$ cat src/video_defs.svh
`ifndef VIDEO_DEFS_SVH
`define VIDEO_DEFS_SVH

////////////////////////////////////////////////////////////////////////////
// Raster timing widths
////////////////////////////////////////////////////////////////////////////

// Horizontal and vertical counts
// 11 bits covers the longest SXGA line of 1688 clocks
`define VT_CNT_W 11

// Format switch bank on the board
`define VT_SW_W 4

////////////////////////////////////////////////////////////////////////////
// Clock domain crossing
////////////////////////////////////////////////////////////////////////////

// Flops in the switch synchronizer
`define VT_SYNC_STAGES 2

`endif
$ cat src/video_format_pkg.sv
`default_nettype none

`include "video_defs.svh"

package video_format_pkg;

	// Any horizontal or vertical raster count
	typedef logic [`VT_CNT_W-1:0] raster_cnt_t;

	// Switch codes as set on the board
	typedef enum logic [`VT_SW_W-1:0] {
		FMT_VGA    = 4'b0000, // 640x480
		FMT_SVGA   = 4'b0001, // 800x600
		FMT_HD720  = 4'b0010, // 1280x720, also the fallback
		FMT_XGA    = 4'b0011, // 1024x768
		FMT_SXGA   = 4'b1000, // 1280x1024
		FMT_CAMERA = 4'b1001  // Camera variant of 720p
	} fmt_code_t;

	////////////////////////////////////////////////////////////////////////////
	// Per-format counts as compared by the raster counter
	////////////////////////////////////////////////////////////////////////////

	// Counts are 0-based positions on the line or in the frame
	typedef struct packed {
		raster_cnt_t hsblnk;   // Last live pixel
		raster_cnt_t hssync;   // End of front porch
		raster_cnt_t hesync;   // Last hsync clock
		raster_cnt_t heblnk;   // Last clock of the line
		raster_cnt_t vsblnk;   // Last live line
		raster_cnt_t vssync;
		raster_cnt_t vesync;
		raster_cnt_t veblnk;   // Last line of the frame
		logic        neg_sync; // Both syncs active low
	} timing_set_t;

endpackage

`default_nettype wire

$ cat src/raster_pkg.sv
`default_nettype none

package raster_pkg;

	// Current raster point
	typedef struct packed {
		video_format_pkg::raster_cnt_t hcount;
		video_format_pkg::raster_cnt_t vcount;
	} raster_pos_t;

	// Raw flags from the counters
	// All active high, polarity not yet applied
	typedef struct packed {
		logic hsync;
		logic vsync;
		logic hblnk;
		logic vblnk;
	} raster_flags_t;

	// What leaves the chip, at final polarity
	typedef struct packed {
		logic hsync;
		logic vsync;
		logic de;    // Live pixel
	} video_sync_t;

endpackage

`default_nettype wire

$ cat src/video_timing_top.sv
`timescale 1ns/1ns
`default_nettype none

`include "video_defs.svh"

module video_timing_top (
	input  logic                    pclk,
	input  logic                    RSTBTN,
	input  logic [`VT_SW_W-1:0]     sw,        // Format switches
	output raster_pkg::video_sync_t video_out,
	output raster_pkg::raster_pos_t pos        // Two clocks ahead of video_out
);
	import video_format_pkg::*;
	import raster_pkg::*;

	fmt_code_t     fmt;
	logic          restart;
	logic          restart_q;
	timing_set_t   timing;
	raster_flags_t flags;

	////////////////////////////////////////////////////////////////////////////
	// Switch to format code
	////////////////////////////////////////////////////////////////////////////

	format_select u_format_select (
		.pclk   (pclk),
		.RSTBTN (RSTBTN),
		.sw     (sw),
		.fmt    (fmt),
		.restart(restart)
	);

	timing_table u_timing_table (
		.pclk     (pclk),
		.RSTBTN   (RSTBTN),
		.fmt      (fmt),
		.restart  (restart),
		.timing   (timing),
		.restart_q(restart_q)
	);

	////////////////////////////////////////////////////////////////////////////
	// Raster and output alignment
	////////////////////////////////////////////////////////////////////////////

	raster_counter u_raster_counter (
		.pclk     (pclk),
		.RSTBTN   (RSTBTN),
		.timing   (timing),
		.restart_q(restart_q),
		.pos      (pos),
		.flags    (flags)
	);

	sync_align u_sync_align (
		.pclk     (pclk),
		.RSTBTN   (RSTBTN),
		.flags    (flags),
		.neg_sync (timing.neg_sync),
		.video_out(video_out)
	);

endmodule

`default_nettype wire

$ cat src/sync_align.sv
`timescale 1ns/1ns
`default_nettype none

module sync_align (
	input  logic                      pclk,
	input  logic                      RSTBTN,
	input  raster_pkg::raster_flags_t flags,
	input  logic                      neg_sync,  // From the format table
	output raster_pkg::video_sync_t   video_out
);
	import raster_pkg::*;

	video_sync_t sync_d;  // Polarity applied
	video_sync_t sync_q1; // First alignment stage

	always_comb begin
		sync_d.hsync = flags.hsync ^ neg_sync;
		sync_d.vsync = flags.vsync ^ neg_sync;
		sync_d.de    = !flags.hblnk && !flags.vblnk; // Live in both axes
	end

	////////////////////////////////////////////////////////////////////////////
	// Two-stage delay line
	////////////////////////////////////////////////////////////////////////////

	// All three take the same path so they stay aligned
	always_ff @(posedge pclk) begin
		if (RSTBTN) begin
			sync_q1   <= '0;
			video_out <= '0;
		end else begin
			sync_q1   <= sync_d;
			video_out <= sync_q1;
		end
	end

endmodule

`default_nettype wire

$ cat src/raster_counter.sv
`timescale 1ns/1ns
`default_nettype none

module raster_counter (
	input  logic                          pclk,
	input  logic                          RSTBTN,
	input  video_format_pkg::timing_set_t timing,
	input  logic                          restart_q, // Back to the origin
	output raster_pkg::raster_pos_t       pos,
	output raster_pkg::raster_flags_t     flags      // Same point as pos
);
	import video_format_pkg::*;
	import raster_pkg::*;

	raster_cnt_t   h_nxt;
	raster_cnt_t   v_nxt;
	logic          h_wrap;    // Last clock of the line
	logic          v_wrap;    // Last line of the frame
	raster_flags_t flags_nxt;

	////////////////////////////////////////////////////////////////////////////
	// Counters
	////////////////////////////////////////////////////////////////////////////

	// >= so a shorter new format wraps at once
	assign h_wrap = (pos.hcount >= timing.heblnk);
	assign v_wrap = (pos.vcount >= timing.veblnk);

	always_comb begin
		if (restart_q) begin
			h_nxt = '0;
			v_nxt = '0;
		end else if (h_wrap) begin
			h_nxt = '0;
			v_nxt = v_wrap ? raster_cnt_t'(0) : pos.vcount + raster_cnt_t'(1);
		end else begin
			h_nxt = pos.hcount + raster_cnt_t'(1);
			v_nxt = pos.vcount;
		end
	end

	// Flags computed on the next point so they register with it
	always_comb begin
		flags_nxt.hblnk = (h_nxt > timing.hsblnk);
		flags_nxt.hsync = (h_nxt > timing.hssync) && (h_nxt <= timing.hesync);
		flags_nxt.vblnk = (v_nxt > timing.vsblnk);
		flags_nxt.vsync = (v_nxt > timing.vssync) && (v_nxt <= timing.vesync);
	end

	always_ff @(posedge pclk) begin
		if (RSTBTN) begin
			pos   <= '0;
			flags <= '0;
		end else begin
			pos.hcount <= h_nxt;
			pos.vcount <= v_nxt;
			flags      <= flags_nxt;
		end
	end

	// Outside a format change the line stays inside its table
	a_h_bound : assert property (@(posedge pclk) disable iff (RSTBTN)
		($stable(timing) && !restart_q) |-> (pos.hcount <= timing.heblnk))
		else $error("raster_counter: hcount %0d past heblnk %0d",
		            pos.hcount, timing.heblnk);

endmodule

`default_nettype wire

$ cat src/timing_table.sv
`timescale 1ns/1ns
`default_nettype none

module timing_table (
	input  logic                          pclk,
	input  logic                          RSTBTN,
	input  video_format_pkg::fmt_code_t   fmt,
	input  logic                          restart,
	output video_format_pkg::timing_set_t timing,
	output logic                          restart_q  // Lines up with the counter load
);
	import video_format_pkg::*;

	// One axis of a format
	typedef struct packed {
		raster_cnt_t live;  // Live pixels or lines
		raster_cnt_t fp;    // Front porch
		raster_cnt_t pw;    // Sync width
		raster_cnt_t bp;    // Back porch
	} axis_t;

	////////////////////////////////////////////////////////////////////////////
	// Format constants
	////////////////////////////////////////////////////////////////////////////

	localparam axis_t VGA_H    = '{11'd640,  11'd16,  11'd96,  11'd48};
	localparam axis_t VGA_V    = '{11'd480,  11'd10,  11'd2,   11'd33}; // 525 lines
	localparam axis_t SVGA_H   = '{11'd800,  11'd40,  11'd128, 11'd88};
	localparam axis_t SVGA_V   = '{11'd600,  11'd1,   11'd4,   11'd23};
	localparam axis_t XGA_H    = '{11'd1024, 11'd24,  11'd136, 11'd160};
	localparam axis_t XGA_V    = '{11'd768,  11'd3,   11'd6,   11'd29};
	localparam axis_t HD720_H  = '{11'd1280, 11'd110, 11'd40,  11'd220};
	localparam axis_t HD720_V  = '{11'd720,  11'd5,   11'd5,   11'd20};
	localparam axis_t SXGA_H   = '{11'd1280, 11'd48,  11'd112, 11'd248};
	localparam axis_t SXGA_V   = '{11'd1024, 11'd1,   11'd3,   11'd38};
	localparam axis_t CAMERA_H = '{11'd1280, 11'd110, 11'd39,  11'd220}; // Short hsync
	localparam axis_t CAMERA_V = '{11'd720,  11'd4,   11'd4,   11'd22};

	timing_set_t timing_d;

	// Running sums from the live count
	function automatic timing_set_t build_set(input axis_t h, input axis_t v,
	                                          input logic neg);
		timing_set_t t;
		t.hsblnk   = h.live - 11'd1;
		t.hssync   = t.hsblnk + h.fp;
		t.hesync   = t.hssync + h.pw;
		t.heblnk   = t.hesync + h.bp;
		t.vsblnk   = v.live - 11'd1;
		t.vssync   = t.vsblnk + v.fp;
		t.vesync   = t.vssync + v.pw;
		t.veblnk   = t.vesync + v.bp;
		t.neg_sync = neg;
		return t;
	endfunction

	always_comb begin
		case (fmt)
			FMT_VGA:    timing_d = build_set(VGA_H, VGA_V, 1'b1);       // Negative
			FMT_SVGA:   timing_d = build_set(SVGA_H, SVGA_V, 1'b0);
			FMT_XGA:    timing_d = build_set(XGA_H, XGA_V, 1'b1);       // Negative
			FMT_SXGA:   timing_d = build_set(SXGA_H, SXGA_V, 1'b0);
			FMT_CAMERA: timing_d = build_set(CAMERA_H, CAMERA_V, 1'b0);
			default:    timing_d = build_set(HD720_H, HD720_V, 1'b0);   // 720p
		endcase
	end

	// Reloaded every clock from fmt
	always_ff @(posedge pclk) begin
		timing <= timing_d;
	end

	always_ff @(posedge pclk) begin
		if (RSTBTN) begin
			restart_q <= 1'b0;
		end else begin
			restart_q <= restart;
		end
	end

	// Horizontal landmarks strictly in order for every format
	a_h_order : assert property (@(posedge pclk) disable iff (RSTBTN)
		(timing.hsblnk < timing.hssync) && (timing.hssync < timing.hesync) &&
		(timing.hesync < timing.heblnk))
		else $error("timing_table: horizontal counts out of order");

endmodule

`default_nettype wire

$ cat src/format_select.sv
`timescale 1ns/1ns
`default_nettype none

`include "video_defs.svh"

module format_select (
	input  logic                        pclk,
	input  logic                        RSTBTN,
	input  logic [`VT_SW_W-1:0]         sw,      // Asynchronous switch bank
	output video_format_pkg::fmt_code_t fmt,
	output logic                        restart  // One clock per format change
);
	import video_format_pkg::*;

	logic [`VT_SYNC_STAGES-1:0][`VT_SW_W-1:0] sw_sync; // [0] may go metastable
	logic [`VT_SW_W-1:0]                      sw_code; // Safe to decode
	fmt_code_t                                fmt_d;
	fmt_code_t                                fmt_prev;

	////////////////////////////////////////////////////////////////////////////
	// Synchronizer
	////////////////////////////////////////////////////////////////////////////

	always_ff @(posedge pclk) begin
		if (RSTBTN) begin
			sw_sync <= '0;
		end else begin
			sw_sync <= {sw_sync[`VT_SYNC_STAGES-2:0], sw}; // Shift in at [0]
		end
	end

	assign sw_code = sw_sync[`VT_SYNC_STAGES-1];

	// Unlisted codes fall back to 720p
	always_comb begin
		case (sw_code)
			FMT_VGA, FMT_SVGA, FMT_HD720, FMT_XGA, FMT_SXGA, FMT_CAMERA:
				fmt_d = fmt_code_t'(sw_code);
			default:
				fmt_d = FMT_HD720;
		endcase
	end

	// Format register and change detect
	always_ff @(posedge pclk) begin
		if (RSTBTN) begin
			fmt      <= FMT_VGA;
			fmt_prev <= FMT_VGA;
			restart  <= 1'b0;
		end else begin
			fmt      <= fmt_d;
			fmt_prev <= fmt;
			restart  <= (fmt != fmt_prev); // One clock behind the new fmt
		end
	end

	// Switch must hold for more than one clock after sync
	a_restart_pulse : assert property (@(posedge pclk) disable iff (RSTBTN)
		restart |=> !restart)
		else $error("format_select: restart held for two cycles");

endmodule

`default_nettype wire

$ cat config.mk
export PLATFORM = sky130hd
export DESIGN_NAME = video_timing_top
export DESIGN_NICKNAME = d
export VERILOG_FILES = /design/src/video_format_pkg.sv /design/src/raster_pkg.sv /design/src/video_timing_top.sv /design/src/sync_align.sv /design/src/raster_counter.sv /design/src/timing_table.sv /design/src/format_select.sv
export VERILOG_INCLUDE_DIRS = /design/src /design/src/src
export SDC_FILE = /design/constraint.sdc
export NUM_CORES = 1
export LEC_CHECK = 0
export BUFFER_PORTS_ARGS = -buffer_cell sky130_fd_sc_hd__buf_4
export CAP_MARGIN = 20
export CORE_MARGIN = 4
export CORE_UTILIZATION = 55
export DETAILED_ROUTE_END_ITERATION = 10
export PLACE_DENSITY_LB_ADDON = 0.2
export SETUP_SLACK_MARGIN = 0.1
export SYNTH_ARGS = -nofsm -noshare
export SYNTH_HDL_FRONTEND = slang
export SYNTH_SLANG_ARGS = --single-unit
$ cat constraint.sdc
create_clock -name pclk -period 3.5 [get_ports pclk]
set_input_delay 0.7 -clock pclk [delete_from_list [all_inputs] [get_ports pclk]]
set_output_delay 0.7 -clock pclk [all_outputs]
set_load 0.02 [all_outputs]
# Yosys cells after proc, flatten, opt, wreduce, memory -nomap -nowiden
# Cells that the tools add are included.
# totals
input_bits,6
reg_bits,139
# classes
addsub,2
bitwise,3
n_eq_ne,10
magnitude_cmp,8
muxes,7
n_reduce_logical,9
# op_table
operator,count
89-bit case mux with 5 select lines,1
11-bit two-way mux,5
11-bit > comparator,4
11-bit by 1-bit adder with 11-bit output (second input constant),2
11-bit greater-or-equal comparator,2
11-bit <= comparator,2
4-bit == test (second input constant),4
4-bit by 2-bit == test with 1-bit output (second input constant),3
4-bit by 1-bit == test with 1-bit output (second input constant),2
4-bit logical NOT,2
6-bit OR reduction,1
4-bit != test,1
1-bit logical AND,3
1-bit logical NOT,2
2-bit two-way mux,1
2-bit OR reduction,1
1-bit bitwise XOR,2
1-bit inverter,1

# Longest topological paths before layout
# depth
depth_word,6
depth_mapped,18

# Modules after synthesis
# Synthesis repeated with hierarchy kept, for this count alone.
# hier_totals
hier_cells,646
hier_area_um2,5572.8
# by_module_without_submodules
module,area_per_inst_um2,cells_per_inst,n_inst
raster_counter,3442.1,451,1
timing_table,1432.6,140,1
format_select,529.3,41,1
sync_align,168.9,14,1

# Least setup slack after synthesis
# No wires, ideal clock.
# synth_path
kind,reg-to-reg
start,reg u_raster_counter.pos[11] (netlist name)
end,reg u_raster_counter.flags[3] (netlist name)
setup_ns,0.130
t_required_ns,3.370
arrival_ns,3.265
path_slack_ns,0.105
stages_incl_launch_ff,19
path_buffers,2
path_cell_list,dfxtp_1 -> inv_1 -> ha_1 -> nor3b_2 -> o21ai_1 -> a211oi_2 -> nand2_2 -> clkbuf_1 -> clkbuf_1 -> nor2_1 -> ha_1 -> a21o_1 -> a21o_1 -> a21oi_1 -> nor2b_1 -> a311oi_1 -> o21ai_0 -> nand2_1 -> a21oi_1
# synth_via
elab_chain_cells,5
word_cells_on_any_way,7
classes_between,add/sub: 1; order compare: 3; mux: 2; reduce/logical: 1
# synth_lines
element,line_no,source
11-bit by 1-bit adder with 11-bit output / 11-bit greater-or-equal comparator (equally long branches),"raster_counter.sv:37, raster_counter.sv:26",
11-bit two-way mux *,raster_counter.sv:33,end else if (h_wrap) begin
11-bit two-way mux *,raster_counter.sv:30,if (restart_q) begin
named net u_raster_counter.h_nxt[4],raster_counter.sv:15,raster_cnt_t h_nxt;
11-bit > comparator / 11-bit <= comparator (equally long branches),raster_counter.sv:45,flags_nxt.hsync = (h_nxt > timing.hssync) && (h_nxt <= timing.hesync);
1-bit logical AND *,raster_counter.sv:45,
# The timed path passes the listed nets; every way through them passes the cells marked *.
# A chain may end at the register's enable or synchronous reset.

# Worst setup path in the final report
# layout_path
start,reg u_timing_table.timing[6] (netlist name)
end,reg u_raster_counter.flags[0] (netlist name)
# layout_via
elab_chain_cells,5
# layout_lines
element,line_no,source
11-bit greater-or-equal comparator,raster_counter.sv:27,assign v_wrap = (pos.vcount >= timing.veblnk);
11-bit two-way mux,raster_counter.sv:35,v_nxt = v_wrap ? raster_cnt_t'(0) : pos.vcount + raster_cnt_t'(1);
11-bit two-way mux,raster_counter.sv:33,
11-bit two-way mux,raster_counter.sv:30,
named net u_raster_counter.v_nxt[4],raster_counter.sv:16,raster_cnt_t v_nxt;
11-bit > comparator,raster_counter.sv:46,flags_nxt.vblnk = (v_nxt > timing.vsblnk);
# The timed path passes the listed nets, and every way through them passes these cells.

==> run summary <==
Sw Pwr = 0.5043 mW
CTS Buf Count = 9
area of the core = 7292 µm²
worst IR drop on VDD = 0.3094 mV
asr flop ratio synth = 0%
DRC Markers = 0
most common cell after layout, fill and taps aside = dfxtp_1
hold endpoint = u_sync_align.sync_q1[0]$_SDFF_PP0_
clk_skew = 0.01132 ns
Post-synth EDFFs = 0
ANT cells = 0
GP Congestion = 0.8591
cell leakage power = 2.384 nW
post-synthesis compound-gate area fraction = 9.818%
worst slew pin tran = 0.7165 ns
Ports = 31
total congestion overflow = 0
Worst EP required = 3.79 ns
cell area after layout = 4856 µm²
largest net degree at the start of global routing = 50
drt via density = 5.338
Startpoint Class = flop
Synth area leader = dfxtp_1
Final Hold Viols = 0
Total Routed Length = 9137 µm
unrepaired setup endpoints after global routing = true
Critical Path AT = 3.50 ns
Critical Path Source = u_timing_table.timing[6]$_DFF_P_
CTS tree = yes
fin crit share = 91.88%
critical path class = reg -> reg
Int Power = 1.418 mW
Primary FF master, synth = dfxtp_1
Initial Util = 56.62%
maxcap violations = 0
commonest non-fill, non-tap cells in the layout = 80 x dfxtp_1, 63 x ha_1, 48 x inv_1
RR Startpoint = u_timing_table.timing[6]$_DFF_P_
die height = 94.65 µm
adder-cell share of the synthesized area = 19.39%
DR vias = 3203
die area = 8958 µm²
clock share of power = 39.0%
drt first-iter violations = 134
overall power = 1.922 mW
Synth Area in XOR/XNOR = 5.091%
largest family of logic cells by synthesized area = simple AND/OR/NAND/NOR gates
Core Rows = 31
Seq/Total Area, Yosys = 40.24%
Final ANT Viol Nets = 0
antenna violations before repair = 0
post-DP HPWL = 7027 µm
Synth Instances = 455
worst min-delay path class = reg -> reg
Routed WL per cell = 15.23 µm
CP max FO = 6
relative slew slack = 51.87%
syn avg cell area = 9.075 µm²
drt first pass iters = 5
Die Width = 94.65 µm
clk sinks = 83
Yosys Warn Count = 0
vias in the first global route = 3199
Synth Cell Area = 4129 µm²
Nets = 566
reg-to-reg critical path endpoint = u_raster_counter.flags[0]$_SDFF_PP0_
final number of setup-violating endpoints = 0
# port buffers = 30
Final Util = 66.59%
setup_tns = 0 ns
worst-case reg-to-reg path depth = 17
CP endpoint kind = flop
outcome = finished, final reports clean
Root Buffer Master = clkbuf_8
Worst R2R Setup Slack = 0.28 ns
simple-gate share of the synthesized area = 19.64%
Post-DP Area = 4489 µm²
post-synthesis mux area share = 0%
max-slew violation count = 0
Max Buffers Root-to-Sink = 2
first-pass GRT wire length = 15440 µm
share of cells above drive strength 1 = 16.97%
sequential power share = 52.1%
post-synth top area share = 40.24%
Final Critical Period = 3.216 ns
area grow syn2layout = 17.61%
Hold Buf Count CTS = 0
Combinational Power Share = 8.9%
post-synthesis cell type count = 48
fmax = 311.0 MHz
htree depth = 3
hold-critical path depth = 1
Area contributors post-synth = dfxtp_1 40%, ha_1 19%, inv_1 4.5%
gr usage total = 22.35%
worst skew pair latency = 0.36 ns
switching share of power = 26.24%
pwr/cell area = 395.8 nW/µm²
final hold slack = 0.3914 ns
Hold Path Origin = u_raster_counter.flags[0]$_SDFF_PP0_
Syn Nets = 525
Synth Register Bits = 83
Clock Pin Slew Worst Setup and Hold Paths = 0.09 ns
[Yosys cell counts (2+ instances only)]
cell / instances
a211oi_1: 2
a21o_1: 11
a21oi_1: 16
a221oi_1: 2
a31oi_1: 2
a41oi_1: 2
and3_1: 5
clkbuf_1: 9
dfxtp_1: 83
ha_1: 64
inv_1: 50
nand2_1: 17
nand2b_1: 3
nand3_1: 21
nand4_1: 7
nand4b_1: 2
nor2_1: 46
nor2b_1: 23
nor3_1: 25
o21a_1: 4
o21ai_0: 9
o21bai_1: 2
o41ai_1: 2
or2_2: 2
xnor2_1: 14
xor2_1: 10
[power by group through the flow]
stage	logic [mW]	registers (mW)	clock network, mW
after floorplan	0.112	1.02	0
after global placement	0.162	1.02	0
after detailed placement	0.166	1.02	0
after CTS	0.167	1.00	0.762
after global routing	0.198	1.01	0.807
final	0.172	1.00	0.749
[area by class of cell]
type                            count  area, µm²
Clock inverter                      6      78.83
Sequential cell                    83       1670
Fill cell                         617       2436
Clock buffer                       10      137.6
Multi-Input combinational cell    311       2342
Inverter                           50      187.7
Tap cell                           99      123.9
Timing Repair Buffer               41      315.3
[logic make-up (layout without fill, tap and decap cells)]
| logic type | count (synthesis) | in the layout |
|---|---|---|
| other | 1 | 1 |
| XOR/XNOR | 24 | 24 |
| adder cells (fa/ha/maj) | 64 | 64 |
| AND/OR/NAND/NOR | 161 | 161 |
| AO/OA/AOI/OAI | 61 | 61 |
| flip-flops | 83 | 83 |
| buffers and inverters | 61 | 107 |
[routing by layer]
metal | up-vias | track usage [%] | part of all wire, %
li1 | 1633 | - | -
met1 | 1469 | 29.16 | 47
met2 | 85 | 36.52 | 46
met4 | 0 | 8.053 | 2.3
met5 | - | 0 | 0
met3 | 16 | 4.622 | 5.2
[state kept, by name, indices dropped and copies added (netlist names)]
signal                    flops
u_timing_table.timing        33
u_sync_align.sync_q1          3
u_raster_counter.flags        4
u_sync_align.video_out        3
u_format_select.fmt_prev      4
u_format_select.restart       1
u_timing_table.restart_q      1
u_format_select.sw_code       4
u_raster_counter.pos         22
u_format_select.fmt           4
u_format_select.sw_sync       4
[repair_timing]
item | in CTS | in global routing
pin swaps | 1 | 12
gates resized for setup | 1 | 32
buffers inserted | 1 | 2
setup endpoints to repair | 2 | 4
hold endpoints to repair | 0 | 0
[worst max-delay path, cell delays in order (launching register included)]
cell      delay, ns
dfxtp_1        0.35
inv_1          0.10
ha_1           0.30
nand4_1        0.13
nor3_2         0.06
a211oi_2       0.22
buf_4          0.20
and2b_2        0.25
nand3_1        0.10
xor2_1         0.20
nor2_1         0.09
ha_1           0.30
a21o_1         0.11
a21oi_1        0.06
or2_4          0.26
o31ai_4        0.18
o41ai_2        0.10
a21oi_1        0.14
[stage by stage]
stage          setup slack (ns)  instances
6_report                 0.2844        600
5_1_grt                 0.01288        600
3_3_place_gp             0.1860        581
4_1_cts                 0.07787        598
3_5_place_dp            0.08205        581
2_1_floorplan            0.1049        455
[how the worst max path moves through the flow]
| stage | end | slack (ns) |
|---|---|---|
| 6_report | u_raster_counter.flags[0]$_SDFF_PP0_ | 0.28 |
| 3_3_place_gp | u_raster_counter.flags[2]$_SDFF_PP0_ | 0.19 |
| 4_1_cts | u_raster_counter.flags[2]$_SDFF_PP0_ | 0.08 |
| 5_1_grt | u_raster_counter.flags[2]$_SDFF_PP0_ | 0.01 |
| 2_1_floorplan | u_raster_counter.flags[3]$_SDFF_PP0_ | 0.10 |
| 3_5_place_dp | u_raster_counter.flags[2]$_SDFF_PP0_ | 0.08 |
Power figures use the tool's default switching activity.
